## src/include/screen_cfg.svh

```systemverilog
// Table screen configuration
`ifndef SCREEN_CFG_SVH
`define SCREEN_CFG_SVH

// display coordinate widths
`define SCREEN_X_W 8
`define SCREEN_Y_W 7

// glyph geometry
`define GLYPH_W 3
`define GLYPH_H 5
`define GLYPH_BITS 15

// card is a 4-bit rank below a 2-bit suit
`define CARD_W 6

// bank is two hex digits
`define BANK_W 8

// layout origin of the first card glyph
`define BOARD_X0 20
`define BOARD_Y0 20

// step between glyphs in a row
`define GLYPH_PITCH_X 4

// step between rows of glyphs
`define ROW_PITCH_Y 6

// column of the high bank digit
`define BANK_X0 38

// 18 card glyphs then 4 bank digits
`define GLYPHS_PER_FRAME 22

`endif
```

## src/hw/screen_pkg.sv

```systemverilog
// Table screen types
`include "screen_cfg.svh"

package screen_pkg;

	// 3-bit display colours
	typedef enum logic [2:0] {
		colour_black = 3'b000,
		colour_red   = 3'b001,
		colour_green = 3'b010,
		colour_blue  = 3'b100,
		colour_white = 3'b111
	} colour_t;

	// font table select
	typedef enum logic [1:0] {
		kind_rank = 2'd0,
		kind_suit = 2'd1,
		kind_hex  = 2'd2
	} glyph_kind_t;

	typedef enum logic [2:0] {
		seq_idle   = 3'd0,
		seq_load   = 3'd1,
		seq_start  = 3'd2,
		seq_wait   = 3'd3,
		seq_finish = 3'd4
	} seq_state_t;

	typedef enum logic {
		blit_idle    = 1'b0,
		blit_drawing = 1'b1
	} blit_state_t;

	// bit 14 is the top-left pixel, row-major
	typedef logic [`GLYPH_BITS-1:0] glyph_t;

endpackage

```

## src/hw/table_screen.sv

```systemverilog
// Poker table frame renderer
`include "screen_cfg.svh"

module table_screen (
	input  logic                   clk,
	input  logic                   rst,
	input  logic                   draw_request,
	input  logic [`CARD_W-1:0]     p1_card1,
	input  logic [`CARD_W-1:0]     p1_card2,
	input  logic [`CARD_W-1:0]     p2_card1,
	input  logic [`CARD_W-1:0]     p2_card2,
	input  logic [3*`CARD_W-1:0]   flop,
	input  logic [`CARD_W-1:0]     turn,
	input  logic [`CARD_W-1:0]     river,
	input  logic [`BANK_W-1:0]     p1_bank,
	input  logic [`BANK_W-1:0]     p2_bank,
	output logic [`SCREEN_X_W-1:0] x,
	output logic [`SCREEN_Y_W-1:0] y,
	output screen_pkg::colour_t    colour,
	output logic                   write_en,
	output logic                   frame_done
);
	import screen_pkg::*;

	glyph_kind_t            glyph_kind;
	logic [3:0]             glyph_code;
	glyph_t                 glyph;
	logic [`SCREEN_X_W-1:0] origin_x;
	logic [`SCREEN_Y_W-1:0] origin_y;
	colour_t                fg_colour;
	logic                   start;
	logic                   glyph_done;

	table_sequencer u_sequencer (
		.clk(clk), .rst(rst), .draw_request(draw_request),
		.p1_card1(p1_card1), .p1_card2(p1_card2), .p2_card1(p2_card1), .p2_card2(p2_card2),
		.flop(flop), .turn(turn), .river(river), .p1_bank(p1_bank), .p2_bank(p2_bank),
		.glyph_done(glyph_done), .glyph_kind(glyph_kind), .glyph_code(glyph_code),
		.origin_x(origin_x), .origin_y(origin_y), .fg_colour(fg_colour),
		.start(start), .frame_done(frame_done)
	);

	glyph_rom u_rom (.glyph_kind(glyph_kind), .glyph_code(glyph_code), .glyph(glyph));

	glyph_blitter u_blitter (
		.clk(clk), .rst(rst), .start(start), .glyph(glyph),
		.origin_x(origin_x), .origin_y(origin_y), .fg_colour(fg_colour),
		.x(x), .y(y), .colour(colour), .write_en(write_en), .glyph_done(glyph_done)
	);

endmodule

```

## src/hw/table_sequencer.sv

```systemverilog
// Table frame sequencer
`include "screen_cfg.svh"

module table_sequencer (
	input  logic                     clk,
	input  logic                     rst,
	input  logic                     draw_request,
	input  logic [`CARD_W-1:0]       p1_card1,
	input  logic [`CARD_W-1:0]       p1_card2,
	input  logic [`CARD_W-1:0]       p2_card1,
	input  logic [`CARD_W-1:0]       p2_card2,
	input  logic [3*`CARD_W-1:0]     flop,
	input  logic [`CARD_W-1:0]       turn,
	input  logic [`CARD_W-1:0]       river,
	input  logic [`BANK_W-1:0]       p1_bank,
	input  logic [`BANK_W-1:0]       p2_bank,
	input  logic                     glyph_done,
	output screen_pkg::glyph_kind_t  glyph_kind,
	output logic [3:0]               glyph_code,
	output logic [`SCREEN_X_W-1:0]   origin_x,
	output logic [`SCREEN_Y_W-1:0]   origin_y,
	output screen_pkg::colour_t      fg_colour,
	output logic                     start,
	output logic                     frame_done
);
	import screen_pkg::*;

	seq_state_t             state;
	logic [4:0]             glyph_idx;
	logic [3:0]             card_num;
	logic [`CARD_W-1:0]     cur_card;
	logic [1:0]             slot_col;
	logic [2:0]             slot_row;
	logic                   is_card;
	logic [1:0]             bank_sel;
	logic [3:0]             bank_digit;
	glyph_kind_t            next_kind;
	logic [3:0]             next_code;
	logic [`SCREEN_X_W-1:0] next_x;
	logic [`SCREEN_Y_W-1:0] next_y;
	colour_t                next_colour;

	// two glyphs per card, rank first
	assign card_num = glyph_idx[4:1];
	// last four glyphs are the bank digits
	assign is_card  = (glyph_idx < 5'(`GLYPHS_PER_FRAME - 4));
	// p1 high, p1 low, p2 high, p2 low
	assign bank_sel = glyph_idx[1:0] - 2'd2;

	always_comb
	begin
		slot_col = 2'd0;
		slot_row = 3'd0;
		case (card_num)
			4'd0: cur_card = p1_card1;
			4'd1:
			begin
				cur_card = p1_card2;
				slot_col = 2'd1;
			end
			4'd2:
			begin
				cur_card = p2_card1;
				slot_row = 3'd1;
			end
			4'd3:
			begin
				cur_card = p2_card2;
				slot_col = 2'd1;
				slot_row = 3'd1;
			end
			4'd4:
			begin
				cur_card = flop[`CARD_W-1:0];
				slot_row = 3'd2;
			end
			4'd5:
			begin
				cur_card = flop[2*`CARD_W-1:`CARD_W];
				slot_col = 2'd1;
				slot_row = 3'd2;
			end
			4'd6:
			begin
				cur_card = flop[3*`CARD_W-1:2*`CARD_W];
				slot_col = 2'd2;
				slot_row = 3'd2;
			end
			4'd7:
			begin
				cur_card = turn;
				slot_row = 3'd3;
			end
			default:
			begin
				cur_card = river;
				slot_row = 3'd4;
			end
		endcase

		case (bank_sel)
			2'd0: bank_digit = p1_bank[7:4];
			2'd1: bank_digit = p1_bank[3:0];
			2'd2: bank_digit = p2_bank[7:4];
			default: bank_digit = p2_bank[3:0];
		endcase

		if (is_card)
		begin
			next_kind   = glyph_idx[0] ? kind_suit : kind_rank;
			next_code   = glyph_idx[0] ? {2'b00, cur_card[5:4]} : cur_card[3:0];
			next_x      = `SCREEN_X_W'(`BOARD_X0 + (slot_col * 2 + glyph_idx[0]) * `GLYPH_PITCH_X);
			next_y      = `SCREEN_Y_W'(`BOARD_Y0 + slot_row * `ROW_PITCH_Y);
			// suit bit 1 marks hearts and diamonds
			next_colour = cur_card[`CARD_W-1] ? colour_red : colour_black;
		end
		else
		begin
			next_kind   = kind_hex;
			next_code   = bank_digit;
			next_x      = `SCREEN_X_W'(`BANK_X0 + bank_sel[0] * `GLYPH_PITCH_X);
			next_y      = `SCREEN_Y_W'(`BOARD_Y0 + bank_sel[1] * `ROW_PITCH_Y);
			next_colour = bank_sel[1] ? colour_green : colour_blue;
		end
	end

	always_ff @(posedge clk or negedge rst)
	begin
		if (!rst)
		begin
			state     <= seq_idle;
			glyph_idx <= '0;
		end
		else
		begin
			case (state)
				seq_idle:
					if (draw_request)
					begin
						glyph_idx <= '0;
						state     <= seq_load;
					end
				seq_load:
					state <= seq_start;
				seq_start:
					state <= seq_wait;
				seq_wait:
					if (glyph_done)
					begin
						if (glyph_idx == 5'(`GLYPHS_PER_FRAME - 1))
							state <= seq_finish;
						else
						begin
							glyph_idx <= glyph_idx + 5'd1;
							state     <= seq_load;
						end
					end
				default:
					state <= seq_idle;
			endcase
		end
	end

	// glyph parameters held steady from load until the next load
	always_ff @(posedge clk)
	begin
		if (state == seq_load)
		begin
			glyph_kind <= next_kind;
			glyph_code <= next_code;
			origin_x   <= next_x;
			origin_y   <= next_y;
			fg_colour  <= next_colour;
		end
	end

	assign start      = (state == seq_start);
	assign frame_done = (state == seq_finish);

endmodule

```

## src/hw/glyph_blitter.sv

```systemverilog
// Glyph blitter
`include "screen_cfg.svh"

module glyph_blitter (
	input  logic                   clk,
	input  logic                   rst,
	input  logic                   start,
	input  screen_pkg::glyph_t     glyph,
	input  logic [`SCREEN_X_W-1:0] origin_x,
	input  logic [`SCREEN_Y_W-1:0] origin_y,
	input  screen_pkg::colour_t    fg_colour,
	output logic [`SCREEN_X_W-1:0] x,
	output logic [`SCREEN_Y_W-1:0] y,
	output screen_pkg::colour_t    colour,
	output logic                   write_en,
	output logic                   glyph_done
);
	import screen_pkg::*;

	blit_state_t state;
	logic [1:0]  col;
	logic [2:0]  row;
	logic [3:0]  pixel_idx;
	logic        pixel_on;
	logic        walk_end;
	logic        emit;

	// position of the current pixel inside the bitmap
	assign pixel_idx = 4'(row * `GLYPH_W + col);
	assign pixel_on  = glyph[`GLYPH_BITS - 1 - pixel_idx];

	// row counter runs one past the last row when the walk is over
	assign walk_end = (row == 3'(`GLYPH_H));

	// first pixel goes out on the start edge so writes follow start directly
	assign emit = (state == blit_idle) ? start : !walk_end;

	always_ff @(posedge clk or negedge rst)
	begin
		if (!rst)
		begin
			state      <= blit_idle;
			col        <= '0;
			row        <= '0;
			x          <= '0;
			y          <= '0;
			colour     <= colour_black;
			write_en   <= 1'b0;
			glyph_done <= 1'b0;
		end
		else
		begin
			write_en   <= emit;
			glyph_done <= (state == blit_drawing) && walk_end;

			if (emit)
			begin
				x      <= origin_x + `SCREEN_X_W'(col);
				y      <= origin_y + `SCREEN_Y_W'(row);
				colour <= pixel_on ? fg_colour : colour_white;
				// left to right, then down one row
				if (col == 2'(`GLYPH_W - 1))
				begin
					col <= '0;
					row <= row + 3'd1;
				end
				else
				begin
					col <= col + 2'd1;
				end
			end

			case (state)
				blit_idle:
					if (start)
						state <= blit_drawing;
				blit_drawing:
					if (walk_end)
					begin
						state <= blit_idle;
						row   <= '0;
					end
				default:
					state <= blit_idle;
			endcase
		end
	end

endmodule

```

## src/hw/glyph_rom.sv

```systemverilog
// Glyph font lookup
module glyph_rom (
	input  screen_pkg::glyph_kind_t glyph_kind,
	input  logic [3:0]              glyph_code,
	output screen_pkg::glyph_t      glyph
);
	import screen_pkg::*;

	// 3x5 hex digits, also reused for card ranks A and 2-9
	function automatic glyph_t hex_font(input logic [3:0] digit);
		case (digit)
			4'h0: return 15'b111_101_101_101_111;
			4'h1: return 15'b010_110_010_010_111;
			4'h2: return 15'b111_001_111_100_111;
			4'h3: return 15'b111_001_111_001_111;
			4'h4: return 15'b101_101_111_001_001;
			4'h5: return 15'b111_100_111_001_111;
			4'h6: return 15'b111_100_111_101_111;
			4'h7: return 15'b111_001_001_001_001;
			4'h8: return 15'b111_101_111_101_111;
			4'h9: return 15'b111_101_111_001_111;
			4'ha: return 15'b010_101_111_101_101;
			4'hb: return 15'b110_101_110_101_110;
			4'hc: return 15'b111_100_100_100_111;
			4'hd: return 15'b110_101_101_101_110;
			4'he: return 15'b111_100_111_100_111;
			default: return 15'b111_100_111_100_100;
		endcase
	endfunction

	always_comb
	begin
		glyph = '0;
		case (glyph_kind)
			kind_rank:
				case (glyph_code)
					// ace
					4'd1: glyph = hex_font(4'ha);
					4'd2, 4'd3, 4'd4, 4'd5, 4'd6, 4'd7, 4'd8, 4'd9:
						glyph = hex_font(glyph_code);
					// ten, jack, queen, king
					4'd10: glyph = 15'b111_010_010_010_010;
					4'd11: glyph = 15'b001_001_001_101_111;
					4'd12: glyph = 15'b010_101_101_110_011;
					4'd13: glyph = 15'b101_110_100_110_101;
					default: glyph = '0;
				endcase
			kind_suit:
				case (glyph_code)
					// spades, clubs, hearts, diamonds
					4'd0: glyph = 15'b010_111_111_010_111;
					4'd1: glyph = 15'b010_111_101_010_111;
					4'd2: glyph = 15'b000_101_111_111_010;
					4'd3: glyph = 15'b010_111_101_111_010;
					default: glyph = '0;
				endcase
			kind_hex:
				glyph = hex_font(glyph_code);
			default:
				glyph = '0;
		endcase
	end

endmodule

```

## config.mk

```make
export PLATFORM = sky130hd
export DESIGN_NAME = table_screen
export DESIGN_NICKNAME = d
export VERILOG_FILES = /design/src/hw/screen_pkg.sv /design/src/hw/table_screen.sv /design/src/hw/table_sequencer.sv /design/src/hw/glyph_blitter.sv /design/src/hw/glyph_rom.sv
export VERILOG_INCLUDE_DIRS = /design/src /design/src/include
export SDC_FILE = /design/constraint.sdc
export NUM_CORES = 1
export LEC_CHECK = 0
export BUFFER_PORTS_ARGS = -buffer_cell sky130_fd_sc_hd__buf_2
export CORE_ASPECT_RATIO = 0.5
export CORE_MARGIN = 5
export CORE_UTILIZATION = 35
export DETAILED_ROUTE_END_ITERATION = 8
export GPL_ROUTABILITY_DRIVEN = 0
export HOLD_SLACK_MARGIN = 0.08
export PLACE_DENSITY = 0.66
export SYNTH_ARGS = -nofsm -noshare
export SYNTH_HDL_FRONTEND = slang
export SYNTH_SLANG_ARGS = --single-unit
```

## constraint.sdc

```tcl
create_clock -name clk -period 2.91 [get_ports clk]
set_input_delay 0.582 -clock clk [delete_from_list [all_inputs] [get_ports clk]]
set_output_delay 0.582 -clock clk [all_outputs]
set_load 0.005 [all_outputs]
```

# Yosys cells after proc, flatten, opt, wreduce, memory -nomap -nowiden
# Memories as Yosys holds them, arrays and structs flattened. A register that Yosys moved wholly into a read port is not among the register bits.
# Index checks and enable logic that the tools add are counted.
[op_classes]
n_reduce_logical = 15
mul = 3
muxes = 37
addsub = 13
magnitude_cmp = 2
bitwise = 1
n_eq_ne = 34
[op_table]
columns = ["op", "n"]
rows = [
  ["15-bit case mux with 6 select lines", 1],
  ["14-bit case mux with 4 select lines", 1],
  ["6-bit case mux with 8 select lines", 1],
  ["15-bit case mux with 3 select lines", 1],
  ["4-bit by 3-bit == test with 1-bit output, second input constant", 8],
  ["32-bit by 5-bit less-than comparator with 1-bit output, second input constant", 1],
  ["3-bit two-way mux", 10],
  ["4-bit == test, second input constant", 6],
  ["3-bit case mux with 4 select lines", 2],
  ["4-bit by 2-bit == test with 1-bit output, second input constant", 4],
  ["4-bit two-way mux", 4],
  ["5-bit two-way mux", 3],
  ["4-bit case mux with 3 select lines", 1],
  ["5-bit case mux with 2 select lines", 1],
  ["5-bit by 8-bit adder with 8-bit output, first input constant", 1],
  ["8-bit by 2-bit adder with 8-bit output", 1],
  ["4-bit by 1-bit == test with 1-bit output, second input constant", 2],
  ["4-bit zero test", 2],
  ["8-bit two-way mux", 1],
  ["8-bit OR reduction", 1],
  ["5-bit by 6-bit adder with 7-bit output, first input constant", 1],
  ["6-bit by 3-bit adder with 7-bit output, first input constant", 1],
  ["7-bit by 3-bit adder with 7-bit output", 1],
  ["7-bit two-way mux", 1],
  ["35 further kinds", 49],
]
[totals]
romBits = 480
in_bits = 73
memories = 2
reg_bits = 58
output_inout_bits = 20
wordCells = 122
[mem_list]
columns = ["memory", "words", "width", "read_ports", "rd_clocked_by_memory_dff", "wr", "line", "rtl"]
rows = [
  ["(name not given)", 16, 15, 1, 1, 0, "glyph_rom.sv:11", "case (digit)"],
  ["(name not given)", 16, 15, 1, 1, 0, "glyph_rom.sv:11", ""],
]

# Depth between registers and ports, before layout
[depth]
word_depth = 7
depth_mapped = 14
ltp_nobuf = 13

# Modules after synthesis
# Synthesis repeated with hierarchy kept, for this count alone.
[unflattened]
hier_cells = 497
hier_area_um2 = 4438.0
[by_module_without_submodules]
columns = ["module", "seq_area_each_um2", "cells_per_inst", "area_each_um2", "n_inst"]
rows = [
  ["table_sequencer", 800.8, 199, 1969.4, 1],
  ["glyph_blitter", 625.6, 154, 1575.3, 1],
  ["glyph_rom", 0.0, 144, 893.4, 1],
]

# Worst setup path before layout
# OpenSTA, ideal clock, no wires.
[synth_path]
path_kind = "register -> register"
start = "register u_sequencer.state[1]"
end = "register (tool-made name)"
stages_incl_launch_ff = 10
period_less_slack_ns = 3.100
t_required_ns = 2.831
slack_ns = -0.190
arrival_ns = 3.021
n_path_buf = 1
setup_ns = 0.079
cell_sequence = "dfrtp_1 > clkbuf_1 > nor3b_2 > nor2_1 > a31oi_1 > inv_1 > ha_1 > nor2_1 > a21oi_1 > a22oi_1"
[synth_rtl]
columns = ["item", "line", "rtl"]
rows = [
  ["start: declaration", "table_sequencer.sv:28", "seq_state_t state;"],
  ["start signal: assignment", "table_sequencer.sv:131", "state <= seq_idle;"],
  ["start signal: assignment", "table_sequencer.sv:141", "state <= seq_load;"],
  ["start signal: assignment", "table_sequencer.sv:144", "state <= seq_start;"],
]

# Final worst setup path
[layout_path]
start = "register u_blitter.row[0]"
end = "register u_blitter.colour[0]"
[layout_between]
elab_chain_len = 6
elab_cells_between_ends = 9
cone_classes = "2 x add/sub; 1 x mul; 1 x eq/ne; 4 x mux; 1 x reduce/logical"
[layout_rtl]
columns = ["item", "line", "rtl"]
rows = [
  ["start: declaration", "glyph_blitter.sv:22", "logic [2:0] row;"],
  ["start signal: assignment", "glyph_blitter.sv:65", "row <= row + 3'd1;"],
  ["3-bit by 2-bit multiplier with 4-bit output (no line)", "n/a", ""],
  ["4-bit by 2-bit adder with 4-bit output", "glyph_blitter.sv:29", "assign pixel_idx = 4'(row * `GLYPH_W + col);"],
  ["4-bit by 4-bit subtractor with 5-bit output (no line)", "n/a", ""],
  ["1-bit binary-select mux with 4-bit select", "glyph_blitter.sv:30", "assign pixel_on = glyph[`GLYPH_BITS - 1 - pixel_idx];"],
  ["1-bit two-way mux", "glyph_blitter.sv:30", ""],
  ["3-bit two-way mux", "glyph_blitter.sv:60", "colour <= pixel_on ? fg_colour : colour_white;"],
  ["end signal: assignment", "glyph_blitter.sv:47", "colour <= colour_black;"],
  ["end signal: assignment", "glyph_blitter.sv:60", ""],
  ["end: declaration", "glyph_blitter.sv:14", "output screen_pkg::colour_t colour,"],
]
# Several ways; a longest one is shown, not always the timed one. The select of a mux whose other input is x is not followed.
# A chain may end at the register's enable or synchronous reset.

==> impl_metrics.tcl <==
set metrics [dict create \
    vias 4106 \
    synthFlopType "dfrtp_1" \
    skew_ns 0.00668 \
    rsz0062_at_grt "yes" \
    final_area_um2 5690 \
    utilization_pct 44.4 \
    port_buffers 91 \
    grtUsageTotal_pct 15.0 \
    tritoncts "yes" \
    die_h_um 91.4 \
    async_flop_share_pct 48.5 \
    synth_edf_count 20 \
    dr.pass1.iters 5 \
    setup_tns_ns 0 \
    drtIter0Drc 341 \
    grt_overflow_total 0 \
    hold_class "input pin to asynchronous set/reset pin" \
    placed_cell_area_um2 5400 \
    fin_total_pwr_mw 5.86 \
    endpoint_kind "flop" \
    wl_um 11800 \
    status "finished clean" \
    hold_viol_final 0 \
    critPathMaxFanout 3 \
    layout_common_cells "91 x buf_2, 54 x nand2_1, 33 x nor2_1" \
    stdcell_count 773 \
    syn-instance-count 496 \
    worstPathRequired_ns 3.17 \
    antenna_found_initial 0 \
    cts_max_path_buffers 2 \
    die_area_um2 15800 \
    crit_buf_inv 0 \
    syn_area_per_cell_um2 9.35 \
    cellPowerDensity_nw_per_um2 1030 \
    synth_seq_area_share_pct 36.3 \
    postRouteAntennaNets 0 \
    core_um2 12800 \
    area_growth_syn_to_layout_pct 22.7 \
    startpoint_type "flop" \
    initial_core_util_pct 36.2 \
    relSlewSlack_pct 50.9 \
    fin_crit_sh_pct 97.1 \
    ir_drop_uv 540 \
    nNetsFinal 697 \
    slowest_stage "fa_2" \
    place_ws_ns 0.0859 \
    cp_num_cells 9 \
    clk_pin_slew_ns 0.05 \
    worstMarginPinSlew_ns 0.736 \
    setup_ws_ns 0.0836 \
    dp_hpwl_um 9370 \
    vias_per_cell 5.31 \
    grt_pass1_vias 4007 \
    path_cells "fa_1 > ha_1 > fa_2 > xnor2_2 > a311oi_2 > a31o_1 > o211ai_1 > a32oi_2 > o22a_1" \
    h-tree-depth 3 \
    syn-cell-area_um2 4640 \
    grt_pass1_wl_um 19800 \
    postCtsSetupRepairBufs 0 \
    grt_max_degree 33 \
    drv_cap 0 \
    numCtsBuffers 9 \
    wl_per_cell_um 15.3 \
    rr_worst_depth 9 \
    drc 0 \
    diodes 0 \
    hold_buffers 0 \
    slowest_delay_ns 0.57 \
    fmax_mhz 354 \
    num_io_pins 93 \
    placed_cells 757 \
    worstSkewPairLatency_ns 0.33 \
    fillers 1244 \
    slew_violations 0 \
    clkSinkCount 66 \
    p_leak_nw 2.46 \
    cp.arrival_ns 3.08 \
    ys.warnings.count 0 \
    final_common_cell "buf_2" \
    synth_cell_type_count 80 \
    cts_root_buf "clkbuf_16" \
    std_cell_rows 29 \
    holdWs_ns 0.313 \
    final-setup-viol-count 0 \
    finalCriticalPeriod_ns 2.83 \
    critPathKind "flop to flop" \
    die_w_um 173 \
    drive_gt1_share_pct 27.9 \
    ys_ff_latch 66 \
    crit_family "adder cells" \
]
==> cell type report <==
class	instances	area (µm²)	area share, %
sequential	66	1680	29.6
multi-input combinational	374	2730	48.1
clock buffer	12	236	4.16
timing repair buffer	124	716	12.6
inverter	23	86.3	1.52
clock inverter	4	20.0	0.352
tap	170	213	3.74
==> what timing repair did <==
item,CTS,global route
gates resized for setup,0,10
setup endpoints to repair,0,13
hold endpoints to repair,0,0
==> cell usage after synthesis (4+ instances only) <==
cell type,number,area [µm²]
ha_1,23,288
or3b_1,4,35.0
mux4_2,4,90.1
inv_1,20,75.1
buf_2,17,85.1
and3_1,7,43.8
dfrtp_1,32,801
a31oi_1,5,31.3
a221oi_1,5,43.8
nor3_1,6,30.0
nor2b_1,14,87.6
xnor2_1,7,61.3
clkbuf_1,9,33.8
nand3b_1,6,45.0
a222oi_1,4,40.0
nand3_1,11,55.1
a211o_1,4,35.0
o22a_1,4,35.0
a21o_1,4,30.0
a21oi_1,28,140
nor2_1,33,124
edfxtp_1,20,601
o22ai_1,5,31.3
nand2_1,54,203
nand2b_1,6,37.5
dfxtp_1,14,280
o21ai_0,32,160
mux2i_1,16,160
xor2_1,8,70.1
o211ai_1,4,30.0
==> cell families after synthesis <==
logic type	count (synthesis)	synth area share, %
flops	66	36.3
buf+inv	57	5.80
other cells	1	0.0809
compound gates	132	19.9
mux	28	7.98
fa+ha+maj	28	7.96
xor+xnor	15	2.83
simple gates	169	19.2
==> layer usage <==
layer / routed length [µm] / share of wire (%) / global-route usage [%]
met4: 163 / 1.4 / 3.79
met3: 801 / 6.8 / 3.94
met5: 0 / 0 / 0
met1: 5650 / 48 / 21.0
met2: 5190 / 44 / 23.1
==> final timing paths <==
check / slack [ns] / start / end
worst min-delay path: 0.31 / rst / u_sequencer.state[2]
min in group clk: 0.47 / u_blitter.x[3] / u_blitter.x[3]
worst max-delay path: 0.08 / u_blitter.row[0] / u_blitter.colour[0]
worst min register to register: 0.47 / u_blitter.x[3] / u_blitter.x[3]
worst max register to register: 0.08 / u_blitter.row[0] / u_blitter.colour[0]
max in group asynchronous: 2.09 / rst / u_sequencer.glyph_idx[1]
==> report_power, final <==
part	leakage (nW)	total [mW]	internal, mW	switching, mW
clock network	0.130	0.936	0.570	0.366
registers	0.679	1.46	1.25	0.211
logic	1.65	3.46	1.62	1.84
total	2.46	5.86	3.44	2.42
Note: power is estimated with default switching activity, not from simulation.
